==> src/rtl/rv32_isa_pkg.sv <==
// RV32 instruction field types and opcode constants, imported by the decoder and the top level
`default_nettype none

package rv32_isa_pkg;

  // Data and address word
  typedef logic [31:0] word_t;

  // Register index
  typedef logic [4:0] reg_idx_t;

  // Instruction fields
  typedef logic [6:0] opcode_t;
  typedef logic [2:0] funct3_t;
  typedef logic [6:0] funct7_t;

  // Major opcodes handled by the front end
  localparam opcode_t OPC_OP     = 7'b0110011;
  localparam opcode_t OPC_OP_IMM = 7'b0010011;
  localparam opcode_t OPC_LUI    = 7'b0110111;
  localparam opcode_t OPC_AUIPC  = 7'b0010111;
  localparam opcode_t OPC_JAL    = 7'b1101111;
  localparam opcode_t OPC_LOAD   = 7'b0000011;
  localparam opcode_t OPC_STORE  = 7'b0100011;

  // M extension marker on OP
  localparam funct7_t FUNCT7_MULDIV = 7'h01;

  // SUB and SRA/SRAI select
  localparam funct7_t FUNCT7_ALT = 7'h20;

  // Link offset for JAL
  localparam word_t PC_STEP = 32'd4;

endpackage

`default_nettype wire

==> src/rtl/dispatch_pkg.sv <==
// Functional-unit classes, ALU operations and dispatch field types shared by all dispatch RTL
`default_nettype none

package dispatch_pkg;

  // Number of functional-unit classes, one queue each
  localparam int NUM_FU = 4;

  // Class index doubles as the queue index
  typedef enum logic [1:0] {
    ARITH     = 2'd0,
    MUL       = 2'd1,
    DIV       = 2'd2,
    LOADSTORE = 2'd3
  } fu_class_e;

  // ALU operations carried in sub_op for the ARITH class
  typedef enum logic [3:0] {
    ADD  = 4'd0,
    SUB  = 4'd1,
    SLL  = 4'd2,
    SLT  = 4'd3,
    SLTU = 4'd4,
    XOR  = 4'd5,
    SRL  = 4'd6,
    SRA  = 4'd7,
    OR   = 4'd8,
    AND  = 4'd9
  } alu_op_e;

  // ALU op for ARITH, zero-extended funct3 for the other classes
  typedef logic [3:0] sub_op_t;

  // One bit per class, used for push, pop, full and empty
  typedef logic [NUM_FU-1:0] fu_vec_t;

endpackage

`default_nettype wire

==> src/rtl/decode_unit.sv <==
// Decodes one fetched instruction at a time and pushes it into the queue of its class
`timescale 1ns/1ps
`default_nettype none

module decode_unit
  import rv32_isa_pkg::*;
  import dispatch_pkg::*;
(
  input  logic     CLK,
  input  logic     nRST,
  input  logic     fetch_req,
  input  word_t    fetch_instr,
  input  word_t    fetch_pc,
  output logic     fetch_ack,
  output reg_idx_t rs1_addr,
  output reg_idx_t rs2_addr,
  input  word_t    rs1_data,
  input  word_t    rs2_data,
  output fu_vec_t  push,
  input  fu_vec_t  q_full,
  output sub_op_t  sub_op,
  output reg_idx_t rd,
  output logic     wen,
  output word_t    op_a,
  output word_t    op_b,
  output word_t    store_data
);

  typedef enum logic {IDLE, WAIT_REQ_LOW} fetch_state_e;

  fetch_state_e state;
  opcode_t      opcode;
  funct3_t      funct3;
  funct7_t      funct7;
  word_t        imm_i;
  word_t        imm_s;
  word_t        imm_u;
  word_t        shamt;
  fu_class_e    fu_class;
  logic         valid;
  logic         accept;

  // funct3 to ALU op, shared by OP and OP_IMM
  function automatic alu_op_e alu_op_from(funct3_t f3, logic sub_sel, logic sra_sel);
    alu_op_e op;
    case (f3)
      3'd0:    op = sub_sel ? SUB : ADD;
      3'd1:    op = SLL;
      3'd2:    op = SLT;
      3'd3:    op = SLTU;
      3'd4:    op = XOR;
      3'd5:    op = sra_sel ? SRA : SRL;
      3'd6:    op = OR;
      default: op = AND;
    endcase
    return op;
  endfunction

  assign opcode   = fetch_instr[6:0];
  assign funct3   = fetch_instr[14:12];
  assign funct7   = fetch_instr[31:25];
  assign rs1_addr = fetch_instr[19:15];
  assign rs2_addr = fetch_instr[24:20];

  // Immediates
  assign imm_i = {{20{fetch_instr[31]}}, fetch_instr[31:20]};
  assign imm_s = {{20{fetch_instr[31]}}, fetch_instr[31:25], fetch_instr[11:7]};
  assign imm_u = {fetch_instr[31:12], 12'b0};
  assign shamt = {27'b0, fetch_instr[24:20]};

  // Class, sub-op and operand selection
  always_comb begin
    valid      = 1'b0;
    fu_class   = ARITH;
    sub_op     = sub_op_t'(ADD);
    rd         = fetch_instr[11:7];
    wen        = 1'b1;
    op_a       = rs1_data;
    op_b       = rs2_data;
    store_data = '0;
    case (opcode)
      OPC_OP: begin
        if (funct7 == FUNCT7_MULDIV) begin
          valid    = 1'b1;
          fu_class = funct3[2] ? DIV : MUL;
          sub_op   = {1'b0, funct3};
        end else if (funct7 == '0 || funct7 == FUNCT7_ALT) begin
          valid  = 1'b1;
          sub_op = sub_op_t'(alu_op_from(funct3, funct7 == FUNCT7_ALT,
                                         funct7 == FUNCT7_ALT));
        end
      end
      OPC_OP_IMM: begin
        valid  = 1'b1;
        // No SUBI, so funct7 only matters for right shifts
        sub_op = sub_op_t'(alu_op_from(funct3, 1'b0, funct7 == FUNCT7_ALT));
        op_b   = (funct3 == 3'd1 || funct3 == 3'd5) ? shamt : imm_i;
      end
      OPC_LUI: begin
        valid = 1'b1;
        op_a  = '0;
        op_b  = imm_u;
      end
      OPC_AUIPC: begin
        valid = 1'b1;
        op_a  = fetch_pc;
        op_b  = imm_u;
      end
      OPC_JAL: begin
        // Link value only, target is handled by fetch
        valid = 1'b1;
        op_a  = fetch_pc;
        op_b  = PC_STEP;
      end
      OPC_LOAD: begin
        valid    = 1'b1;
        fu_class = LOADSTORE;
        sub_op   = {1'b0, funct3};
        op_b     = imm_i;
      end
      OPC_STORE: begin
        valid      = 1'b1;
        fu_class   = LOADSTORE;
        sub_op     = {1'b0, funct3};
        rd         = '0;
        wen        = 1'b0;
        op_b       = imm_s;
        store_data = rs2_data;
      end
      default: begin
        wen = 1'b0;
      end
    endcase
  end

  // Unknown opcodes are accepted without waiting on any queue
  assign accept = fetch_req && state == IDLE && (!valid || !q_full[fu_class]);

  always_comb begin
    push           = '0;
    push[fu_class] = accept && valid;
  end

  // Fetch handshake
  always_ff @(posedge CLK, negedge nRST) begin
    if (!nRST) begin
      state <= IDLE;
    end else begin
      case (state)
        IDLE:         if (accept) state <= WAIT_REQ_LOW;
        WAIT_REQ_LOW: if (!fetch_req) state <= IDLE;
        default:      state <= IDLE;
      endcase
    end
  end

  assign fetch_ack = (state == WAIT_REQ_LOW);

endmodule

`default_nettype wire

==> src/rtl/fu_dispatch_queue.sv <==
// Circular FIFO of decoded operations for one functional-unit class
`timescale 1ns/1ps
`default_nettype none

module fu_dispatch_queue
  import rv32_isa_pkg::*;
  import dispatch_pkg::*;
#(
  parameter int SLOT_DEPTH = 2
) (
  input  logic     CLK,
  input  logic     nRST,
  input  logic     push,
  input  sub_op_t  in_sub_op,
  input  reg_idx_t in_rd,
  input  logic     in_wen,
  input  word_t    in_op_a,
  input  word_t    in_op_b,
  input  word_t    in_store_data,
  output logic     full,
  output logic     empty,
  input  logic     pop,
  output sub_op_t  head_sub_op,
  output reg_idx_t head_rd,
  output logic     head_wen,
  output word_t    head_op_a,
  output word_t    head_op_b,
  output word_t    head_store_data
);

  localparam int PTR_W = (SLOT_DEPTH > 1) ? $clog2(SLOT_DEPTH) : 1;
  localparam int CNT_W = $clog2(SLOT_DEPTH + 1);
  localparam logic [PTR_W-1:0] LAST_PTR = PTR_W'(SLOT_DEPTH - 1);

  sub_op_t          sub_op_mem [SLOT_DEPTH];
  reg_idx_t         rd_mem     [SLOT_DEPTH];
  logic             wen_mem    [SLOT_DEPTH];
  word_t            op_a_mem   [SLOT_DEPTH];
  word_t            op_b_mem   [SLOT_DEPTH];
  word_t            store_mem  [SLOT_DEPTH];
  logic [PTR_W-1:0] wr_ptr;
  logic [PTR_W-1:0] rd_ptr;
  logic [CNT_W-1:0] count;
  logic             do_push;
  logic             do_pop;

  function automatic logic [PTR_W-1:0] next_ptr(logic [PTR_W-1:0] p);
    return (p == LAST_PTR) ? '0 : p + 1'b1;
  endfunction

  assign full    = (count == CNT_W'(SLOT_DEPTH));
  assign empty   = (count == '0);
  assign do_push = push && !full;
  assign do_pop  = pop && !empty;

  always_ff @(posedge CLK, negedge nRST) begin
    if (!nRST) begin
      wr_ptr <= '0;
      rd_ptr <= '0;
      count  <= '0;
    end else begin
      if (do_push) wr_ptr <= next_ptr(wr_ptr);
      if (do_pop) rd_ptr <= next_ptr(rd_ptr);
      // Count holds when both happen
      if (do_push && !do_pop) count <= count + 1'b1;
      else if (do_pop && !do_push) count <= count - 1'b1;
    end
  end

  always_ff @(posedge CLK) begin
    if (do_push) begin
      sub_op_mem[wr_ptr] <= in_sub_op;
      rd_mem[wr_ptr]     <= in_rd;
      wen_mem[wr_ptr]    <= in_wen;
      op_a_mem[wr_ptr]   <= in_op_a;
      op_b_mem[wr_ptr]   <= in_op_b;
      store_mem[wr_ptr]  <= in_store_data;
    end
  end

  // Oldest entry
  assign head_sub_op     = sub_op_mem[rd_ptr];
  assign head_rd         = rd_mem[rd_ptr];
  assign head_wen        = wen_mem[rd_ptr];
  assign head_op_a       = op_a_mem[rd_ptr];
  assign head_op_b       = op_b_mem[rd_ptr];
  assign head_store_data = store_mem[rd_ptr];

endmodule

`default_nettype wire

==> src/rtl/issue_arbiter.sv <==
// Pops the lowest-index non-empty class queue and issues it to execute over a req/ack handshake
`timescale 1ns/1ps
`default_nettype none

module issue_arbiter
  import rv32_isa_pkg::*;
  import dispatch_pkg::*;
(
  input  logic      CLK,
  input  logic      nRST,
  input  fu_vec_t   q_empty,
  output fu_vec_t   pop,
  input  sub_op_t   head_sub_op     [NUM_FU],
  input  reg_idx_t  head_rd         [NUM_FU],
  input  logic      head_wen        [NUM_FU],
  input  word_t     head_op_a       [NUM_FU],
  input  word_t     head_op_b       [NUM_FU],
  input  word_t     head_store_data [NUM_FU],
  output logic      issue_req,
  output fu_class_e issue_class,
  output sub_op_t   issue_sub_op,
  output reg_idx_t  issue_rd,
  output logic      issue_wen,
  output word_t     issue_op_a,
  output word_t     issue_op_b,
  output word_t     issue_store_data,
  input  logic      issue_ack
);

  typedef enum logic [1:0] {IDLE, WAIT_ACK, WAIT_ACK_LOW} issue_state_e;

  issue_state_e state;
  fu_class_e    sel;
  logic         any_ready;
  logic         take;

  // Fixed priority, class 0 wins
  always_comb begin
    sel       = ARITH;
    any_ready = 1'b0;
    for (int i = NUM_FU - 1; i >= 0; i--) begin
      if (!q_empty[i]) begin
        sel       = fu_class_e'(i);
        any_ready = 1'b1;
      end
    end
  end

  assign take = (state == IDLE) && any_ready;

  always_comb begin
    pop      = '0;
    pop[sel] = take;
  end

  always_ff @(posedge CLK, negedge nRST) begin
    if (!nRST) begin
      state <= IDLE;
    end else begin
      case (state)
        IDLE:         if (take) state <= WAIT_ACK;
        WAIT_ACK:     if (issue_ack) state <= WAIT_ACK_LOW;
        WAIT_ACK_LOW: if (!issue_ack) state <= IDLE;
        default:      state <= IDLE;
      endcase
    end
  end

  // Fields are captured with the pop and held for the whole handshake
  always_ff @(posedge CLK) begin
    if (take) begin
      issue_class      <= sel;
      issue_sub_op     <= head_sub_op[sel];
      issue_rd         <= head_rd[sel];
      issue_wen        <= head_wen[sel];
      issue_op_a       <= head_op_a[sel];
      issue_op_b       <= head_op_b[sel];
      issue_store_data <= head_store_data[sel];
    end
  end

  assign issue_req = (state == WAIT_ACK);

endmodule

`default_nettype wire

==> src/rtl/decode_dispatch_top.sv <==
// Decode and dispatch front end, connecting the decoder, one queue per class and the issue arbiter
`timescale 1ns/1ps
`default_nettype none

module decode_dispatch_top
  import rv32_isa_pkg::*;
  import dispatch_pkg::*;
#(
  parameter int SLOT_DEPTH = 2
) (
  input  logic      CLK,
  input  logic      nRST,
  input  logic      fetch_req,
  input  word_t     fetch_instr,
  input  word_t     fetch_pc,
  output logic      fetch_ack,
  output reg_idx_t  rs1_addr,
  output reg_idx_t  rs2_addr,
  input  word_t     rs1_data,
  input  word_t     rs2_data,
  output logic      issue_req,
  output fu_class_e issue_class,
  output sub_op_t   issue_sub_op,
  output reg_idx_t  issue_rd,
  output logic      issue_wen,
  output word_t     issue_op_a,
  output word_t     issue_op_b,
  output word_t     issue_store_data,
  input  logic      issue_ack
);

  fu_vec_t  push;
  fu_vec_t  q_full;
  fu_vec_t  q_empty;
  fu_vec_t  pop;
  sub_op_t  dec_sub_op;
  reg_idx_t dec_rd;
  logic     dec_wen;
  word_t    dec_op_a;
  word_t    dec_op_b;
  word_t    dec_store_data;
  sub_op_t  q_sub_op     [NUM_FU];
  reg_idx_t q_rd         [NUM_FU];
  logic     q_wen        [NUM_FU];
  word_t    q_op_a       [NUM_FU];
  word_t    q_op_b       [NUM_FU];
  word_t    q_store_data [NUM_FU];

  decode_unit decode_i (
    .CLK        (CLK),
    .nRST       (nRST),
    .fetch_req  (fetch_req),
    .fetch_instr(fetch_instr),
    .fetch_pc   (fetch_pc),
    .fetch_ack  (fetch_ack),
    .rs1_addr   (rs1_addr),
    .rs2_addr   (rs2_addr),
    .rs1_data   (rs1_data),
    .rs2_data   (rs2_data),
    .push       (push),
    .q_full     (q_full),
    .sub_op     (dec_sub_op),
    .rd         (dec_rd),
    .wen        (dec_wen),
    .op_a       (dec_op_a),
    .op_b       (dec_op_b),
    .store_data (dec_store_data)
  );

  // One queue per class, indexed by fu_class_e
  for (genvar g = 0; g < NUM_FU; g++) begin : g_queue
    fu_dispatch_queue #(
      .SLOT_DEPTH(SLOT_DEPTH)
    ) queue_i (
      .CLK            (CLK),
      .nRST           (nRST),
      .push           (push[g]),
      .in_sub_op      (dec_sub_op),
      .in_rd          (dec_rd),
      .in_wen         (dec_wen),
      .in_op_a        (dec_op_a),
      .in_op_b        (dec_op_b),
      .in_store_data  (dec_store_data),
      .full           (q_full[g]),
      .empty          (q_empty[g]),
      .pop            (pop[g]),
      .head_sub_op    (q_sub_op[g]),
      .head_rd        (q_rd[g]),
      .head_wen       (q_wen[g]),
      .head_op_a      (q_op_a[g]),
      .head_op_b      (q_op_b[g]),
      .head_store_data(q_store_data[g])
    );
  end

  issue_arbiter arbiter_i (
    .CLK             (CLK),
    .nRST            (nRST),
    .q_empty         (q_empty),
    .pop             (pop),
    .head_sub_op     (q_sub_op),
    .head_rd         (q_rd),
    .head_wen        (q_wen),
    .head_op_a       (q_op_a),
    .head_op_b       (q_op_b),
    .head_store_data (q_store_data),
    .issue_req       (issue_req),
    .issue_class     (issue_class),
    .issue_sub_op    (issue_sub_op),
    .issue_rd        (issue_rd),
    .issue_wen       (issue_wen),
    .issue_op_a      (issue_op_a),
    .issue_op_b      (issue_op_b),
    .issue_store_data(issue_store_data),
    .issue_ack       (issue_ack)
  );

endmodule

`default_nettype wire

==> config.mk <==
export PLATFORM = sky130hd
export DESIGN_NAME = decode_dispatch_top
export DESIGN_NICKNAME = d
export VERILOG_FILES = /design/src/rtl/rv32_isa_pkg.sv /design/src/rtl/dispatch_pkg.sv /design/src/rtl/decode_unit.sv /design/src/rtl/fu_dispatch_queue.sv /design/src/rtl/issue_arbiter.sv /design/src/rtl/decode_dispatch_top.sv
export SDC_FILE = /design/constraint.sdc
export NUM_CORES = 1
export LEC_CHECK = 0
export BUFFER_PORTS_ARGS = -buffer_cell sky130_fd_sc_hd__buf_2
export CAP_MARGIN = 20
export CORE_MARGIN = 4
export CORE_UTILIZATION = 25
export CTS_CLUSTER_DIAMETER = 40
export DETAILED_ROUTE_END_ITERATION = 6
export MAX_ROUTING_LAYER = met4
export SLEW_MARGIN = 20
export SYNTH_ARGS = -nofsm -noshare
export SYNTH_HDL_FRONTEND = slang
export SYNTH_SLANG_ARGS = --single-unit
export TNS_END_PERCENT = 20
==> constraint.sdc <==
create_clock -name CLK -period 18.7 [get_ports CLK]
set_input_delay 0.935 -clock CLK [delete_from_list [all_inputs] [get_ports CLK]]
set_output_delay 0.935 -clock CLK [all_outputs]
set_load 0.02 [all_outputs]
# After elaboration in Yosys (flattened, before gate mapping)
# Memory sizes are Yosys's and may differ from the RTL's.
# Index checks and enable logic that the tools add are counted.
[word_totals] n_memories=24 regBits=127 word_cells=236 ramBits=848 out_inout_bits=120
[classes] n_eq_ne=24 bitwise=4 addsub=16 order_cmp=5 muxes=82 reduce_logical=60
[mem_list] name="g_queue[0].queue_i.op_a_mem" words=2 word_bits=32 read_ports=1 rd_clocked_by_memory_dff=0 wr=1 line="fu_dispatch_queue.sv:38" rtl="word_t op_a_mem [SLOT_DEPTH];"
[mem_list] name="g_queue[0].queue_i.op_b_mem" words=2 word_bits=32 read_ports=1 rd_clocked_by_memory_dff=0 wr=1 line="fu_dispatch_queue.sv:39" rtl="word_t op_b_mem [SLOT_DEPTH];"
[mem_list] name="g_queue[0].queue_i.store_mem" words=2 word_bits=32 read_ports=1 rd_clocked_by_memory_dff=0 wr=1 line="fu_dispatch_queue.sv:40" rtl="word_t store_mem [SLOT_DEPTH];"
[mem_list] name="g_queue[1].queue_i.op_a_mem" words=2 word_bits=32 read_ports=1 rd_clocked_by_memory_dff=0 wr=1 line="fu_dispatch_queue.sv:38"
[mem_list] name="g_queue[1].queue_i.op_b_mem" words=2 word_bits=32 read_ports=1 rd_clocked_by_memory_dff=0 wr=1 line="fu_dispatch_queue.sv:39"
[mem_list] name="g_queue[1].queue_i.store_mem" words=2 word_bits=32 read_ports=1 rd_clocked_by_memory_dff=0 wr=1 line="fu_dispatch_queue.sv:40"
[mem_list] name="+18 memories"
[ops] op="2-to-1 mux 32 bit" n=8
[ops] op="binary-select mux 32 bit (select 2 bit)" n=3
[ops] op="case mux 32 bit (5 select lines)" n=1
[ops] op="case mux 32 bit (2 select lines)" n=1
[ops] op="case mux 4 bit (7 select lines)" n=2
[ops] op="2-to-1 mux 2 bit" n=17
[ops] op="2-to-1 mux 1 bit" n=32
[ops] op="== test 7 x 6 -> 1 bit, second input constant" n=4
[ops] op="logical AND 1 bit" n=22
[ops] op="logical NOT 1 bit" n=18
[ops] op="2-to-1 mux 4 bit" n=4
[ops] op="2-to-1 mux 5 bit" n=3
[ops] op="== test 7 x 5 -> 1 bit, second input constant" n=2
[ops] op="case mux 4 bit (3 select lines)" n=1
[ops] op="OR reduction 6 bit" n=2
[ops] op="binary-select mux 5 bit (select 2 bit)" n=1
[ops] op="== test 2 bit, second input constant" n=5
[ops] op="logical NOT 2 bit" n=5
[ops] op="== test 3 bit, second input constant" n=3
[ops] op="adder 1 bit, second input constant" n=8
[ops] op="adder 2 x 1 -> 2 bit, second input constant" n=4
[ops] op="bitwise AND 4 bit" n=2
[ops] op="binary-select mux 4 bit (select 2 bit)" n=1
[ops] op="nonzero test 2 bit" n=4
[ops] op="other kinds (24)" n=38

# Logic depth before layout (Yosys ltp)
[logic_depth] depth_word=15 mapped_depth=11 ltp_nobuf=9

# By module
# A second synthesis with hierarchy kept.
[unflattened] cells_unflattened=2184 hier_area_um2=40117.2
[modules_own_cells] module="fu_dispatch_queue" area_each_um2=7960.1 cells_per_inst=349 instances=4
[modules_own_cells] module="issue_arbiter" area_each_um2=6467.5 cells_per_inst=518 instances=1
[modules_own_cells] module="decode_unit" area_each_um2=1809.2 cells_per_inst=270 instances=1

# Worst setup path after synthesis
# Ideal clock, no wire load.
[synth_timing] path_kind="register to register" start="reg g_queue[2].queue_i.count[0]" end="reg g_queue[0].queue_i.count[1]" path_stages_with_launch=9 t_arrival_ns=11.416 t_required_ns=18.621 path_slack_ns=7.205 cell_sequence="dfrtp_1 clkbuf_1 nor4_1 a211oi_1 o21ai_0 ha_1 xor2_1 nor2_1 xor2_1"
[synth_via] elab_cells_between_ends=30
[synth_lines] item="start: declaration" line="fu_dispatch_queue.sv:43" rtl="logic [CNT_W-1:0] count;"
[synth_lines] item="start signal: assignment" line="fu_dispatch_queue.sv:65" rtl="if (do_push && !do_pop) count <= count + 1'b1;"
[synth_lines] item="start signal: assignment" line="fu_dispatch_queue.sv:66" rtl="else if (do_pop && !do_push) count <= count - 1'b1;"
[synth_lines] item="logical NOT 2 bit (*)" line="fu_dispatch_queue.sv:52" rtl="assign empty = (count == '0);"
[synth_lines] item="2-to-1 mux 1 bit (*) (3 in a row)" line="issue_arbiter.sv:42" rtl="if (!q_empty[i]) begin"
[synth_lines] item="logical AND 1 bit (*)" line="issue_arbiter.sv:49" rtl="assign take = (state == IDLE) && any_ready;"
[synth_lines] item="named net arbiter_i.take" line="issue_arbiter.sv:35" rtl="logic take;"
[synth_lines] item="bitwise AND 4 bit (no line) (*)"
[synth_lines] item="logical AND 1 bit (*)" line="fu_dispatch_queue.sv:54" rtl="assign do_pop = pop && !empty;"
[synth_lines] item="logical NOT 1 bit" line="fu_dispatch_queue.sv:65"
[synth_lines] item="logical AND 1 bit" line="fu_dispatch_queue.sv:65"
[synth_lines] item="2-to-1 mux 2 bit / nonzero test 2 bit (equally long branches)"
[synth_lines] item="end signal: assignment" line="fu_dispatch_queue.sv:65"
[synth_lines] item="end signal: assignment" line="fu_dispatch_queue.sv:66"
[synth_lines] item="end: declaration" line="fu_dispatch_queue.sv:43"
# The timed path passes the listed nets; every way through them passes the cells marked *. The select of a mux whose other input is x is not followed.
# A chain may end at the register's enable or synchronous reset.

# Final worst setup path
[layout_timing] start="in fetch_instr[4]" end="mem g_queue[0].queue_i.op_a_mem[0][13] (netlist name), enable pin"
[layout_via] elab_chain_len=13 elab_cells_between_ends=27
[layout_rtl] item="start: declaration" line="decode_dispatch_top.sv:14" rtl="input word_t fetch_instr,"
[layout_rtl] item="parallel branches: the longest is 9 deep, another holds < comparator 2 x 3 -> 1 bit"
[layout_rtl] item="bitwise AND 4 bit (no line) (*)"
[layout_rtl] item="logical AND 1 bit (*)" line="fu_dispatch_queue.sv:53" rtl="assign do_push = push && !full;"
[layout_rtl] item="named net g_queue[0].queue_i.do_push" line="fu_dispatch_queue.sv:44" rtl="logic do_push;"
[layout_rtl] item="2-to-1 mux 1 bit (*)" line="fu_dispatch_queue.sv:71" rtl="if (do_push) begin"
[layout_rtl] item="2-to-1 mux 1 bit (not written as such) (*)" line="fu_dispatch_queue.sv:75" rtl="op_a_mem[wr_ptr] <= in_op_a;"
[layout_rtl] item="end: declaration" line="fu_dispatch_queue.sv:38"
# Mark *: on every way through the listed nets, which the timed path passes. The select of a mux whose other input is x is not followed.

==> metrics.cfg <==
[run_status]
outcome=finished, final reports clean

[grt]
grt_pass1_wl_mm=148
track_usage_pct=13.4
antenna_found_initial=21
first_global_vias=19300
grt_max_degree=69
overflow=0

[floorplanning]
dieArea_um2=157000
core.rowCount=142
die_y_um=396
io_pins=252
initial_core_util_pct=25.1
die_w_um=396
coreArea_um2=150000

[synthesis]
synthArstFlopShare_pct=1.95
synth_cell_types=55
synthFlopType=edfxtp_1
synthTopCellsByArea=edfxtp_1 76%, mux2i_1 11%, o22a_1 2.5%, o221ai_1 2.5%, dfrtp_1 1.3%
yosys.area.top_type=edfxtp_1
syn_avg_cell_area_um2=18.9
ys_seq_elements=975
synth_top_area_share_pct=76.3
syn_area_um2=37600
yosysWarningCount=0
synth_edf_count=956
seq_area_frac_synth_pct=77.5
syn_nets=2130
netlist_instances=1994

[detailed_routing]
drtAntennaViolNets=0
drcViolationCount=0
drt_first_iter_violations=1763
avgRoutedWirePerCell_um=24.2
vias_per_cell=4.56
drt_wl_total_mm=106
dr.pass1.iters=6
vias=20000

[place]
dpl_cell_area_um2=41300
io_buffers=251
hpwl_mm=65.2
place.gp.congestion=0.866

[cts]
cts_root_buf=clkbuf_16
postCtsSetupBuffers=0
htreeDepth=3
cts_tree=yes
insertion_delay_ns=0.71
cts.sinks=975
clkTransAtPathRegs_ns=0.06
numCtsBuffers=107
cts_buffer_depth=3
hold_buffers=0
cts_resized=0

[setup_path]
r2r-end=g_queue[1].queue_i.op_a_mem[0][18]
worst_setup_path_start_kind=input port
worstPathRequired_ns=18.99
path_class=in2reg
crit_start=fetch_instr[4]
end_kind=register
critPathMaxFanout=54
r2r_start=decode_i.fetch_ack
cp.arrival_ns=5.48
r2r_slack_ns=14.68
reg2reg_depth=6

[final_layout]
drive_gt1_share_pct=21.4
nets=2400
fillCellCount=14600
syn_to_final_growth_pct=19.8
postLayoutCoreUtil_pct=30.1
design_area_um2=45100

[timing]
worst_slew_pin_slew_ns=1.10
setup-violations-final=0
min_period_ns=5.19
fin_skew_ns=0.0543
max_freq_ghz=0.193
whs_ns=0.228
max-slew-margin-rel_pct=26.7
rsz0062_at_grt=no
hold_viol=0
slew_viol_final=0
min_period_over_period_pct=27.8
fin_setup_tns_ns=0

[pwr]
p_int_uw=4350
power_frac_seq_pct=44.0
p_sw_share_pct=30.7
p_sw_uw=1920
pwr-share-clk_pct=34.9
total_leakage_power_uw=0.0150
irDropWorstVdd_uv=84.0
p_comb_share_pct=21.1
power_density_nw_per_um2=139
power.total_uw=6280

[hold_path]
hold_path.class=in2async

[job]
maxCapViolCount=0

-- cell usage in the layout (no fill, tap or decap), types with 5 or more instances in the layout --
cell        netlist  routed
o21ai_0           9       9
and3_1           32      32
bufinv_16         0      15
dfrtp_1          19      15
diode_2           0      11
nor2b_1          14      13
buf_2            10     251
a221o_1          23      23
and2_1            8       5
inv_6             0      13
buf_4            11      40
clkinvlp_4        0       5
o22a_1          107     107
inv_1             5       5
clkinv_8          0       5
xor2_1           10      10
clkinv_4          0       6
o221ai_1        106     106
xnor2_1          11      11
clkbuf_16         0     107
clkinv_1          0       8
nor2_1           22      16
clkbuf_1        104      12
mux2i_1         424     424
nand2b_1         13      11
edfxtp_1        956     956
a22o_1           39      39
clkinv_2          0      16
nand2_1           9       9
-- power by group through the flow --
stage / combinational, µW / sequential, µW / clock [µW]
floorplan: 694 / 2900 / 0
global placement: 1360 / 2820 / 0
finish: 1330 / 2760 / 2190
global route: 1410 / 2780 / 2330
CTS: 1360 / 2780 / 2230
detailed placement: 1360 / 2820 / 0
-- routing by layer --
| layer | track usage [%] | vias up | share of wire, % |
|---|---|---|---|
| met5 | - | - | 0 |
| met4 | 2.62 | 0 | 1.6 |
| met3 | 3.81 | 117 | 10 |
| met2 | 19.4 | 846 | 44 |
| met1 | 18.9 | 10300 | 44 |
| li1 | - | 8744 | - |
-- Yosys cell counts (3+ instances only) --
master and instances:
and3_1 32, o22a_1 107, nand2b_1 13, edfxtp_1 956
buf_1 6, o22ai_1 3, mux2i_1 424, and2_1 8
xnor2_1 11, o221ai_1 106, nand2_1 9, buf_4 11
clkbuf_1 104, ha_1 4, xor2_1 10, a22o_1 39
buf_2 10, a221o_1 23, nor3_1 5, dfrtp_1 19
nor2b_1 14, o21ai_0 9, inv_1 5, a21oi_1 3
nor2_1 22, nand3_1 4
-- cell type report --
class	instances	area, µm²	area share [%]
clock inverters	76	991	2.20
clock buffers	119	2720	6.04
flip-flops and latches	975	29200	64.8
multi-input cells	883	8030	17.8
diodes	11	27.5	0.0610
inverters	5	18.8	0.0416
repair buffers	292	1580	3.51
well taps	2016	2520	5.59
-- worst max-delay path, stage by stage --
cell,delay [ns]
buf_2,0.21
or3b_1,0.46
nor2_2,0.78
a21oi_4,0
buf_4,0.29
a2111oi_4,0.46
nor2b_4,0.89
buf_4,0.54
buf_4,0.81
-- registers in the layout, summed over array words and instances (netlist names) --
signal,cells
g_queue.queue_i.op_a_mem,256
g_queue.queue_i.op_b_mem,256
g_queue.queue_i.store_mem,256
g_queue.queue_i.rd_mem,40
arbiter_i.issue_op_a,32
arbiter_i.issue_op_b,32
arbiter_i.issue_store_data,32
g_queue.queue_i.sub_op_mem,32
g_queue.queue_i.count,8
g_queue.queue_i.wen_mem,8
arbiter_i.issue_rd,5
arbiter_i.issue_sub_op,4
g_queue.queue_i.rd_ptr,4
g_queue.queue_i.wr_ptr,4
arbiter_i.issue_class,2
arbiter_i.state,2
arbiter_i.issue_wen,1
decode_i.fetch_ack,1
-- logic make-up after synthesis --
| group | after synthesis | share of synthesized area, % |
|---|---|---|
| DFF | 975 | 77.5 |
| muxes | 424 | 11.3 |
| AOI/OAI and AO/OA | 309 | 7.16 |
| buffers and inverters | 136 | 1.50 |
| and+or+nand+nor | 125 | 1.94 |
| xor gates and xnor gates | 21 | 0.489 |
| adders and majority gates | 4 | 0.133 |
-- worst max path at each step --
stage                                               to  cells after the start  slack (ns)
finish              g_queue[0].queue_i.op_a_mem[0][13]                      9       13.51
global route        g_queue[0].queue_i.op_a_mem[0][13]                      9       13.34
CTS                 g_queue[0].queue_i.op_a_mem[0][13]                      9       13.60
detailed placement   g_queue[0].queue_i.op_a_mem[0][8]                      9       12.86
global placement     g_queue[0].queue_i.op_a_mem[0][6]                      9       12.89
floorplan                  g_queue[0].queue_i.count[1]                      8        7.20
-- metrics by stage --
step                instances  worst slack (ns)
finish                   4377             13.51
global route             4372             13.34
CTS                      4365             13.60
detailed placement       4170             12.86
global placement         4170             12.89
floorplan                1994              7.20
Power figures use the tool's default switching activity.
